### src/dcache_pkg.sv
`default_nettype none

package dcache_pkg;

    typedef logic [31:0]  word_t;
    typedef logic [31:0]  addr_t;
    typedef logic [3:0]   strb_t;
    // row-major with word 0 in the low bits
    typedef logic [511:0] block_t;
    typedef logic [3:0]   beat_idx_t;
    typedef logic [6:0]   opcode_t;
    typedef logic [2:0]   funct3_t;

    localparam int BLOCK_WORDS = 16;
    localparam int WORD_BYTES  = 4;

    localparam opcode_t OPC_LOAD  = 7'b0000011;
    localparam opcode_t OPC_STORE = 7'b0100011;
    localparam opcode_t OPC_BLOCK = 7'b1111111;

    localparam funct3_t F3_BLOCK_MATRIX = 3'b001;

    // base integer loads
    localparam funct3_t F3_LB  = 3'b000;
    localparam funct3_t F3_LH  = 3'b001;
    localparam funct3_t F3_LW  = 3'b010;
    localparam funct3_t F3_LBU = 3'b100;
    localparam funct3_t F3_LHU = 3'b101;

    // base integer stores
    localparam funct3_t F3_SB = 3'b000;
    localparam funct3_t F3_SH = 3'b001;
    localparam funct3_t F3_SW = 3'b010;

    typedef enum logic [1:0] {
        op_load,
        op_store,
        op_block_store
    } op_kind_e;

    typedef struct packed {
        op_kind_e kind;
        addr_t    addr;
        word_t    wdata;
        strb_t    strb;
        funct3_t  funct3;
    } mem_req_t;

    typedef enum logic [2:0] {
        seq_idle,
        seq_rd_addr,
        seq_rd_data,
        seq_wr_beat,
        seq_wr_resp
    } seq_state_e;

    // write address, data and strobe travel together
    typedef struct packed {
        addr_t awaddr;
        word_t wdata;
        strb_t wstrb;
    } bus_wr_t;

endpackage

`default_nettype wire

### src/block_buffer.sv
`timescale 1ns/1ps
`default_nettype none

module block_buffer
    import dcache_pkg::*;
(
    input  logic      clk,
    input  logic      blk_load,
    input  block_t    wdata_m,
    input  beat_idx_t beat_idx,
    output word_t     blk_word
);

    word_t words [BLOCK_WORDS];

    // one word per beat in row-major order
    always_ff @(posedge clk) begin
        if (blk_load) begin
            for (int i = 0; i < BLOCK_WORDS; i++) begin
                words[i] <= wdata_m[i*32 +: 32];
            end
        end
    end

    assign blk_word = words[beat_idx];

endmodule

`default_nettype wire

### src/bus_sequencer.sv
`timescale 1ns/1ps
`default_nettype none

module bus_sequencer
    import dcache_pkg::*;
(
    input  logic      clk,
    input  logic      rst,
    input  mem_req_t  req,
    input  logic      req_valid,
    input  word_t     blk_word,
    output beat_idx_t beat_idx,
    output logic      seq_busy,
    output bus_wr_t   bus_wr,
    output addr_t     araddr,
    output logic      arvalid,
    input  logic      arready,
    input  word_t     rdata_bus,
    input  logic      rvalid,
    output logic      rready,
    output logic      awvalid,
    input  logic      awready,
    output logic      wvalid,
    input  logic      wready,
    input  logic      bvalid,
    output logic      bready,
    output logic      rd_done,
    output word_t     rd_word,
    output funct3_t   rd_funct3
);

    seq_state_e state;
    mem_req_t   cur;
    beat_idx_t  beat;
    logic       last_beat;
    logic       step_beat;

    assign seq_busy  = (state != seq_idle);
    assign beat_idx  = beat;
    assign last_beat = (cur.kind != op_block_store) ||
                       (beat == beat_idx_t'(BLOCK_WORDS - 1));
    assign step_beat = (state == seq_wr_resp) && bvalid && !last_beat;

    assign araddr        = cur.addr;
    assign bus_wr.awaddr = cur.addr;
    assign bus_wr.wdata  = (cur.kind == op_block_store) ? blk_word : cur.wdata;
    assign bus_wr.wstrb  = cur.strb;

    // data may come with the address acceptance
    assign rd_done   = rready && rvalid && ((state == seq_rd_data) || (arvalid && arready));
    assign rd_word   = rdata_bus;
    assign rd_funct3 = cur.funct3;

    always_ff @(posedge clk) begin
        if (rst) begin
            state   <= seq_idle;
            beat    <= '0;
            arvalid <= 1'b0;
            rready  <= 1'b0;
            awvalid <= 1'b0;
            wvalid  <= 1'b0;
            bready  <= 1'b0;
        end else begin
            case (state)
                seq_idle: begin
                    if (req_valid) begin
                        beat  <= '0;
                        state <= (req.kind == op_load) ? seq_rd_addr : seq_wr_beat;
                    end
                end
                seq_rd_addr: begin
                    if (!arvalid) begin
                        arvalid <= 1'b1;
                        rready  <= 1'b1;
                    end else if (arready) begin
                        arvalid <= 1'b0;
                        if (rd_done) begin
                            rready <= 1'b0;
                            state  <= seq_idle;
                        end else begin
                            state <= seq_rd_data;
                        end
                    end
                end
                seq_rd_data: begin
                    if (rd_done) begin
                        rready <= 1'b0;
                        state  <= seq_idle;
                    end
                end
                seq_wr_beat: begin
                    if (!awvalid) begin
                        awvalid <= 1'b1;
                        wvalid  <= 1'b1;
                        bready  <= 1'b1;
                    end else if (awready && wready) begin
                        awvalid <= 1'b0;
                        wvalid  <= 1'b0;
                        state   <= seq_wr_resp;
                    end
                end
                seq_wr_resp: begin
                    if (bvalid) begin
                        bready <= 1'b0;
                        if (step_beat) begin
                            beat  <= beat + 1'b1;
                            state <= seq_wr_beat;
                        end else begin
                            state <= seq_idle;
                        end
                    end
                end
                default: state <= seq_idle;
            endcase
        end
    end

    // the address steps once per block beat
    always_ff @(posedge clk) begin
        if (state == seq_idle && req_valid) begin
            cur <= req;
        end else if (step_beat) begin
            cur.addr <= cur.addr + addr_t'(WORD_BYTES);
        end
    end

    a_aw_w_paired: assert property (@(posedge clk) disable iff (rst)
        awvalid == wvalid);

    a_one_channel: assert property (@(posedge clk) disable iff (rst)
        !(arvalid && awvalid));

    // Write payload must not move while the slave is still stalling.
    a_wr_hold: assert property (@(posedge clk) disable iff (rst)
        awvalid && !(awready && wready) |=> awvalid && $stable(bus_wr));

endmodule

`default_nettype wire

### src/data_cache.sv
`timescale 1ns/1ps
`default_nettype none

module data_cache
    import dcache_pkg::*;
(
    input  logic    clk,
    input  logic    rst,
    // core side
    input  logic    ready,
    input  opcode_t opcode,
    input  funct3_t funct3,
    input  addr_t   addr,
    input  word_t   wdata,
    input  block_t  wdata_m,
    output logic    busy,
    output word_t   rdata,
    output logic    rdata_valid,
    // read channels
    output addr_t   araddr,
    output logic    arvalid,
    input  logic    arready,
    input  word_t   rdata_bus,
    input  logic    rvalid,
    output logic    rready,
    // write channels
    output addr_t   awaddr,
    output logic    awvalid,
    input  logic    awready,
    output word_t   wdata_bus,
    output strb_t   wstrb,
    output logic    wvalid,
    input  logic    wready,
    input  logic    bvalid,
    output logic    bready
);

    mem_req_t  req;
    logic      req_valid;
    logic      blk_load;
    logic      seq_busy;
    beat_idx_t beat_idx;
    word_t     blk_word;
    bus_wr_t   bus_wr;
    logic      rd_done;
    word_t     rd_word;
    funct3_t   rd_funct3;

    req_decode u_req_decode (
        .clk       (clk),
        .rst       (rst),
        .ready     (ready),
        .opcode    (opcode),
        .funct3    (funct3),
        .addr      (addr),
        .wdata     (wdata),
        .seq_busy  (seq_busy),
        .busy      (busy),
        .req       (req),
        .req_valid (req_valid),
        .blk_load  (blk_load)
    );

    block_buffer u_block_buffer (
        .clk      (clk),
        .blk_load (blk_load),
        .wdata_m  (wdata_m),
        .beat_idx (beat_idx),
        .blk_word (blk_word)
    );

    bus_sequencer u_bus_sequencer (
        .clk       (clk),
        .rst       (rst),
        .req       (req),
        .req_valid (req_valid),
        .blk_word  (blk_word),
        .beat_idx  (beat_idx),
        .seq_busy  (seq_busy),
        .bus_wr    (bus_wr),
        .araddr    (araddr),
        .arvalid   (arvalid),
        .arready   (arready),
        .rdata_bus (rdata_bus),
        .rvalid    (rvalid),
        .rready    (rready),
        .awvalid   (awvalid),
        .awready   (awready),
        .wvalid    (wvalid),
        .wready    (wready),
        .bvalid    (bvalid),
        .bready    (bready),
        .rd_done   (rd_done),
        .rd_word   (rd_word),
        .rd_funct3 (rd_funct3)
    );

    load_format u_load_format (
        .clk         (clk),
        .rst         (rst),
        .rd_done     (rd_done),
        .rd_word     (rd_word),
        .rd_funct3   (rd_funct3),
        .rdata       (rdata),
        .rdata_valid (rdata_valid)
    );

    assign awaddr    = bus_wr.awaddr;
    assign wdata_bus = bus_wr.wdata;
    assign wstrb     = bus_wr.wstrb;

endmodule

`default_nettype wire

### src/load_format.sv
`timescale 1ns/1ps
`default_nettype none

module load_format
    import dcache_pkg::*;
(
    input  logic    clk,
    input  logic    rst,
    input  logic    rd_done,
    input  word_t   rd_word,
    input  funct3_t rd_funct3,
    output word_t   rdata,
    output logic    rdata_valid
);

    word_t ext;

    always_comb begin
        case (rd_funct3)
            F3_LB:   ext = {{24{rd_word[7]}}, rd_word[7:0]};
            F3_LH:   ext = {{16{rd_word[15]}}, rd_word[15:0]};
            F3_LBU:  ext = {24'b0, rd_word[7:0]};
            F3_LHU:  ext = {16'b0, rd_word[15:0]};
            // lw and anything else
            default: ext = rd_word;
        endcase
    end

    always_ff @(posedge clk) begin
        if (rst) begin
            rdata_valid <= 1'b0;
        end else begin
            rdata_valid <= rd_done;
        end
    end

    // held until the next load
    always_ff @(posedge clk) begin
        if (rd_done) begin
            rdata <= ext;
        end
    end

endmodule

`default_nettype wire

### src/req_decode.sv
`timescale 1ns/1ps
`default_nettype none

module req_decode
    import dcache_pkg::*;
(
    input  logic     clk,
    input  logic     rst,
    input  logic     ready,
    input  opcode_t  opcode,
    input  funct3_t  funct3,
    input  addr_t    addr,
    input  word_t    wdata,
    input  logic     seq_busy,
    output logic     busy,
    output mem_req_t req,
    output logic     req_valid,
    output logic     blk_load
);

    op_kind_e kind_d;
    logic     known;
    strb_t    strb_d;
    logic     pending;
    logic     accept;

    always_comb begin
        kind_d = op_load;
        known  = 1'b0;
        case (opcode)
            OPC_LOAD: begin
                kind_d = op_load;
                known  = 1'b1;
            end
            OPC_STORE: begin
                kind_d = op_store;
                known  = 1'b1;
            end
            OPC_BLOCK: begin
                kind_d = op_block_store;
                // only the full-matrix form is supported
                known  = (funct3 == F3_BLOCK_MATRIX);
            end
            default: known = 1'b0;
        endcase
    end

    always_comb begin
        strb_d = 4'b0000;
        if (kind_d == op_block_store) begin
            strb_d = 4'b1111;
        end else if (kind_d == op_store) begin
            case (funct3)
                F3_SB:   strb_d = 4'b0001;
                F3_SH:   strb_d = 4'b0011;
                default: strb_d = 4'b1111;
            endcase
        end
    end

    assign busy     = pending || seq_busy;
    assign accept   = ready && !busy && known;
    assign blk_load = accept && (kind_d == op_block_store);
    assign req_valid = pending;

    // pending covers the cycle before the sequencer leaves idle
    always_ff @(posedge clk) begin
        if (rst) begin
            pending <= 1'b0;
        end else begin
            pending <= accept;
        end
    end

    always_ff @(posedge clk) begin
        if (accept) begin
            req.kind   <= kind_d;
            req.addr   <= addr;
            req.wdata  <= wdata;
            req.strb   <= strb_d;
            req.funct3 <= funct3;
        end
    end

    // a new request may only reach an idle sequencer
    a_req_into_idle: assert property (@(posedge clk) disable iff (rst)
        !(req_valid && seq_busy));

endmodule

`default_nettype wire

### config.mk
export PLATFORM = sky130hd
export DESIGN_NAME = data_cache
export DESIGN_NICKNAME = d
export VERILOG_FILES = /design/src/dcache_pkg.sv /design/src/block_buffer.sv /design/src/bus_sequencer.sv /design/src/data_cache.sv /design/src/load_format.sv /design/src/req_decode.sv
export SDC_FILE = /design/constraint.sdc
export NUM_CORES = 1
export LEC_CHECK = 0
export BUFFER_PORTS_ARGS = -buffer_cell sky130_fd_sc_hd__clkbuf_2
export CORE_AREA = 3 3 297 299
export DETAILED_ROUTE_END_ITERATION = 7
export DIE_AREA = 0 0 300 302
export SETUP_SLACK_MARGIN = 0.3
export SLEW_MARGIN = 10
export SYNTH_ARGS = -nofsm -noshare
export SYNTH_HDL_FRONTEND = slang
export SYNTH_SLANG_ARGS = --single-unit
### constraint.sdc
create_clock -name clk -period 36 [get_ports clk]
set_input_delay 9 -clock clk [delete_from_list [all_inputs] [get_ports clk]]
set_output_delay 9 -clock clk [all_outputs]
set_load 0.01 [all_outputs]
== Word-level counts from Yosys, hierarchy flattened ==
Memory sizes are Yosys's and may differ from the RTL's. A register that Yosys moved wholly into a read port is not among the register bits.
Index checks and enable logic that the tools add are counted.
Word-level totals
  word-level logic and storage cells: 120
  bits in registers: 192
  memories: 1
  memory bits (writable): 512
  input bits: 626
  output and inout port bits: 139
Cells by class
  add/subtract/negate cells: 2
  muxes and demuxes: 40
  reduce and logical (&&, ||, !) cells: 30
  eq/ne operators: 27
Memory list
  u_block_buffer.words: depth 16, bits a word 32, rd ports 1, clocked after memory_dff 1, write ports 16, line block_buffer.sv:14  | word_t words [BLOCK_WORDS];
Operator list (number)
  32-bit one-hot mux with 4 select lines: 1
  32-bit 2-to-1 mux: 3
  32-bit by 3-bit adder with 32-bit output, second input constant: 1
  4-bit 2-to-1 mux: 6
  3-bit 2-to-1 mux: 7
  4-bit one-hot mux with 2 select lines: 2
  3-bit one-hot mux with 5 select lines: 1
  1-bit 2-to-1 mux: 13
  2-bit != test, second input constant: 6
  1-bit logical AND: 10
  2-bit by 1-bit != test with 1-bit output, second input constant: 5
  3-bit by 1-bit equality test with 1-bit output, second input constant: 3
  3-bit equality test, second input constant: 3
  3-bit logical NOT: 3
  2-bit nonzero test: 4
  7-bit by 2-bit equality test with 1-bit output, second input constant: 1
  7-bit by 6-bit equality test with 1-bit output, second input constant: 1
  7-bit equality test, second input constant: 1
  7-bit AND reduction: 1
  3-bit by 2-bit equality test with 1-bit output, second input constant: 2
  2-bit 2-to-1 mux: 3
  1-bit one-hot mux with 2 select lines: 3
  4-bit by 1-bit adder with 4-bit output, second input constant: 1
  2-bit equality test, second input constant: 2
  other kinds (12): 16

== Depth between registers and ports, before layout ==
  word-level depth: 9
  mapped depth: 7
  depth with buffers taken out: 6

== Hierarchy ==
Synthesis repeated with hierarchy kept, for this count alone.
Unflattened totals
  cell total of the unflattened synthesis: 1438
  area total of the unflattened synthesis: 27705.3 µm²
By module, submodules not included
  block_buffer: area an instance 19103.3 µm², times used 1, sequential area each 15374.7 µm², cells each 783
  bus_sequencer: area an instance 5004.8 µm², times used 1, sequential area each 2432.3 µm², cells each 467
  req_decode: area an instance 2314.7 µm², times used 1, sequential area each 2182.1 µm², cells each 95
  load_format: area an instance 1282.5 µm², times used 1, sequential area each 980.9 µm², cells each 93

== Worst setup path before layout ==
OpenSTA, ideal clock, no wires.
  path type: input-to-reg
  from: in opcode[2]
  to: mem u_block_buffer.words[0][0] (netlist name) (enable)
  path slack: 3647 ps
  buffers on the path: 0
  data required time: 34599 ps
  library setup time: 1401 ps
  arrival: 30952 ps
  stages on the path: 4
  path through: or4_1 -> nor2_1 -> o21ai_0 -> nor2_1
RTL lines
  start, declared: line data_cache.sv:11  | input opcode_t opcode,
  end, declared: line block_buffer.sv:14

==> metrics.yaml <==
status: "completed"
synth.area.mux_share_pct: 9.46
grt_max_degree: 191
insertion_delay_ns: 0.61
crit_fanout: 80
arrival_ns: 13.68
die_h_um: 302
finalCriticalPeriod_ns: 13.45
ys_async_sr_fraction_pct: 0
hold_viol: 0
slew_headroom_pct: 18.5
synth-simple-area-share_pct: 6.54
critPathCaptureType: "flip-flop"
setup_viol: 0
numCtsBuffers: 80
rrSetupSlack_ns: 30.49
core_um2: 85400
syn_nets: 2335
dp_hpwl_mm: 63.1
reg2regPathDepth: 8
yosys.cell_types.count: 46
p_leak_nw: 12.5
synth_xor_area_share_pct: 0.411
grt_pass1_wl_mm: 122
drc: 0
ant_nets: 0
synth_seq_cells: 706
nNetsFinal: 3050
pin_count: 765
path_class: "in -> reg"
wl_per_cell_um: 23.9
finClkSkew_ns: 0.0189
synth_fa_ha_area_share_pct: 0.0902
synthFlopType: "edfxtp_1"
timing.rr.start: "u_bus_sequencer.state[0]"
synthCells: 1707
gr-total-overflow: 0
fin_crit_sh_pct: 37.4
holdBufCountCts: 0
fp-row-count: 107
io_buffers: 764
synth_enable_flop_cells: 688
synth_top_cell_area_share_pct: 74.5
cts_setup_buffers: 0
crit_path_start_kind: "input pin"
worstSetupStartpoint: "funct3[1]"
start_util_pct: 32.5
viasPerCell: 4.86
worstReg2RegEnd: "u_block_buffer.words[5][23]"
synth_top_family_by_area: "multiplexers"
fmax_mhz: 74.3
cap_violations: 0
required_ns: 36.23
hold_path_class: "reg -> reg"
finalPower_mw: 1.76
syn_to_final_growth_pct: 26.4
clock_path_buffers: 3
yosys-top-cells-area: "edfxtp_1 75%, mux2i_1 9.5%, a22oi_1 2.6%"
slew_violations: 0
die-area_um2: 90600
yosys_warnings: 0
drive_gt1_share_pct: 37.2
cts.sinks: 706
ir_drop_uv: 34.8
routed_wl_mm: 87.1
grtUsageTotal_pct: 18.5
cp-endpoint: "u_block_buffer.words[5][23]"
ctsResizeCount: 0
yosys.area.top_type: "edfxtp_1"
avgSynthCellArea_um2: 16.2
cts_root_buf: "clkbuf_16"
syn_area_um2: 27700
grt_antenna_before_repair: 28
clk_pin_slew_ns: 0.06
rsz0062_at_grt: "no"
first_pass_iters: 5
gp_congestion: 0.942
cts_tree: "yes"
die_w_um: 300
htree_num_levels: 3
finalSetupTns_ns: 0
synth-compound-area-share_pct: 4.43
worstMarginPinSlew_ns: 1.22
powerDensity_nw_per_um2: 50.1
grt_pass1_vias: 18400
first_iter_violations: 1230
vias: 17700
synth_sequential_area_ratio_pct: 75.8
-- kinds of logic (layout without fill, tap and decap cells) --
group                      after synthesis  count (layout)
xor gates and xnor gates                13              13
AOI/OAI and AO/OA                      180             180
other                                    0              23
adders and majority gates                2               2
buffers and inverters                  166             941
and+or+nand+nor                        378             378
DFF                                    706             706
muxes                                  262             262
-- worst min-delay path by stage --
stage                     depth (start not counted)            startpoint                        end  slack (ns)
after floorplan                                   0   u_req_decode.req[3]  u_bus_sequencer.bus_wr[0]        0.40
after global placement                            0  u_req_decode.req[24]    u_bus_sequencer.cur[24]        0.40
after detailed placement                          0  u_req_decode.req[11]    u_bus_sequencer.cur[11]        0.40
after CTS                                         0  u_req_decode.req[11]    u_bus_sequencer.cur[11]        0.40
after global routing                              0  u_req_decode.req[11]    u_bus_sequencer.cur[11]        0.41
final                                             0  u_req_decode.req[11]    u_bus_sequencer.cur[11]        0.41
-- flip-flops by register name, summed over array words and instances (netlist names), named ones only --
| signal | count |
|---|---|
| u_block_buffer.words | 512 |
| u_req_decode.req | 72 |
| u_bus_sequencer.cur | 34 |
| u_bus_sequencer.araddr | 32 |
| u_load_format.rdata | 32 |
| u_bus_sequencer.beat_idx | 4 |
| u_bus_sequencer.bus_wr | 3 |
| u_bus_sequencer.rd_funct3 | 3 |
| u_bus_sequencer.state | 3 |
| u_bus_sequencer.arvalid | 1 |
| u_bus_sequencer.awvalid | 1 |
| u_bus_sequencer.bready | 1 |
| u_bus_sequencer.rready | 1 |
| u_bus_sequencer.wvalid | 1 |
| u_load_format.rdata_valid | 1 |
| u_req_decode.req_valid | 1 |
-- metrics by stage --
stage	cell area, um^2	utilization, %	setup WS [ns]	cells	hold slack (ns)
after global routing	35100	41.0	22.23	3645	0.414
after detailed placement	32400	37.9	21.92	3484	0.405
after global placement	32400	37.9	22.09	3484	0.402
final	35100	41.0	22.55	3649	0.406
after floorplan	27700	-	3.65	1707	0.400
after CTS	35000	41.0	22.62	3626	0.401
-- area by class of cell --
| class | count | area (um^2) |
|---|---|---|
| Antenna cell | 23 | 57.6 |
| Clock buffer | 98 | 2130 |
| Clock inverter | 44 | 485 |
| Fill cell | 7982 | 50400 |
| Inverter | 12 | 50.0 |
| Multi-Input combinational cell | 835 | 5860 |
| Sequential cell | 706 | 21000 |
| Tap cell | 1144 | 1430 |
| Timing Repair Buffer | 787 | 4020 |
-- critical path: stages --
cell	delay, ns
clkbuf_2	0.11
or3b_2	0.47
nor4_1	0.17
o21ai_0	0.30
nor2_4	0.34
buf_4	0.80
buf_4	0.86
buf_4	0.68
buf_4	0.72
-- cell usage after synthesis, drive strengths merged, types with 3 or more instances --
| master | instances |
|---|---|
| edfxtp | 688 |
| nand3 | 92 |
| nand2b | 3 |
| o31ai | 8 |
| mux2i | 262 |
| or4 | 14 |
| nor4 | 4 |
| a311oi | 4 |
| xor2 | 7 |
| or3 | 7 |
| and3 | 3 |
| nand4 | 32 |
| clkbuf | 55 |
| and4 | 7 |
| nand2 | 164 |
| buf | 99 |
| nor2b | 5 |
| nor3 | 3 |
| inv | 12 |
| a21oi | 17 |
| and2 | 7 |
| nor2 | 31 |
| a31oi | 14 |
| a2bb2oi | 3 |
| xnor2 | 6 |
| o21ai | 32 |
| a22oi | 96 |
| dfxtp | 18 |
-- cell usage in the layout (no fill, tap or decap), drive strengths merged, types with 2 or more instances in the layout --
cell,n
clkbuf,862
edfxtp,688
mux2i,262
nand2,164
a22oi,96
nand3,92
o21ai,32
nand4,32
nor2,31
clkinv,27
diode,23
buf,23
dfxtp,18
inv,18
a21oi,17
or4,14
a31oi,14
bufinv,10
o31ai,8
or3,7
xor2,7
and4,7
and2,7
xnor2,6
nor2b,5
nor4,4
a311oi,4
nor3,3
a2bb2oi,3
nand2b,3
and3,3
nand3b,2
nor3b,2
a41oi,2
ha,2
-- layer usage --
layer,track usage [%],vias up,routed length (um)
met2,31.5,820,44000
met4,7.42,10,2700
met1,22.3,8752,32700
met3,5.11,138,7540
li1,-,8026,-
met5,0,-,75
-- power by group --
group          total (mW)  internal, mW  switching [mW]  leakage (nW)
registers           0.901         0.901        0.000478          6.33
logic              0.0406        0.0248          0.0157          4.88
clock network       0.817         0.493           0.323          1.29
Power figures use the tool's default switching activity.
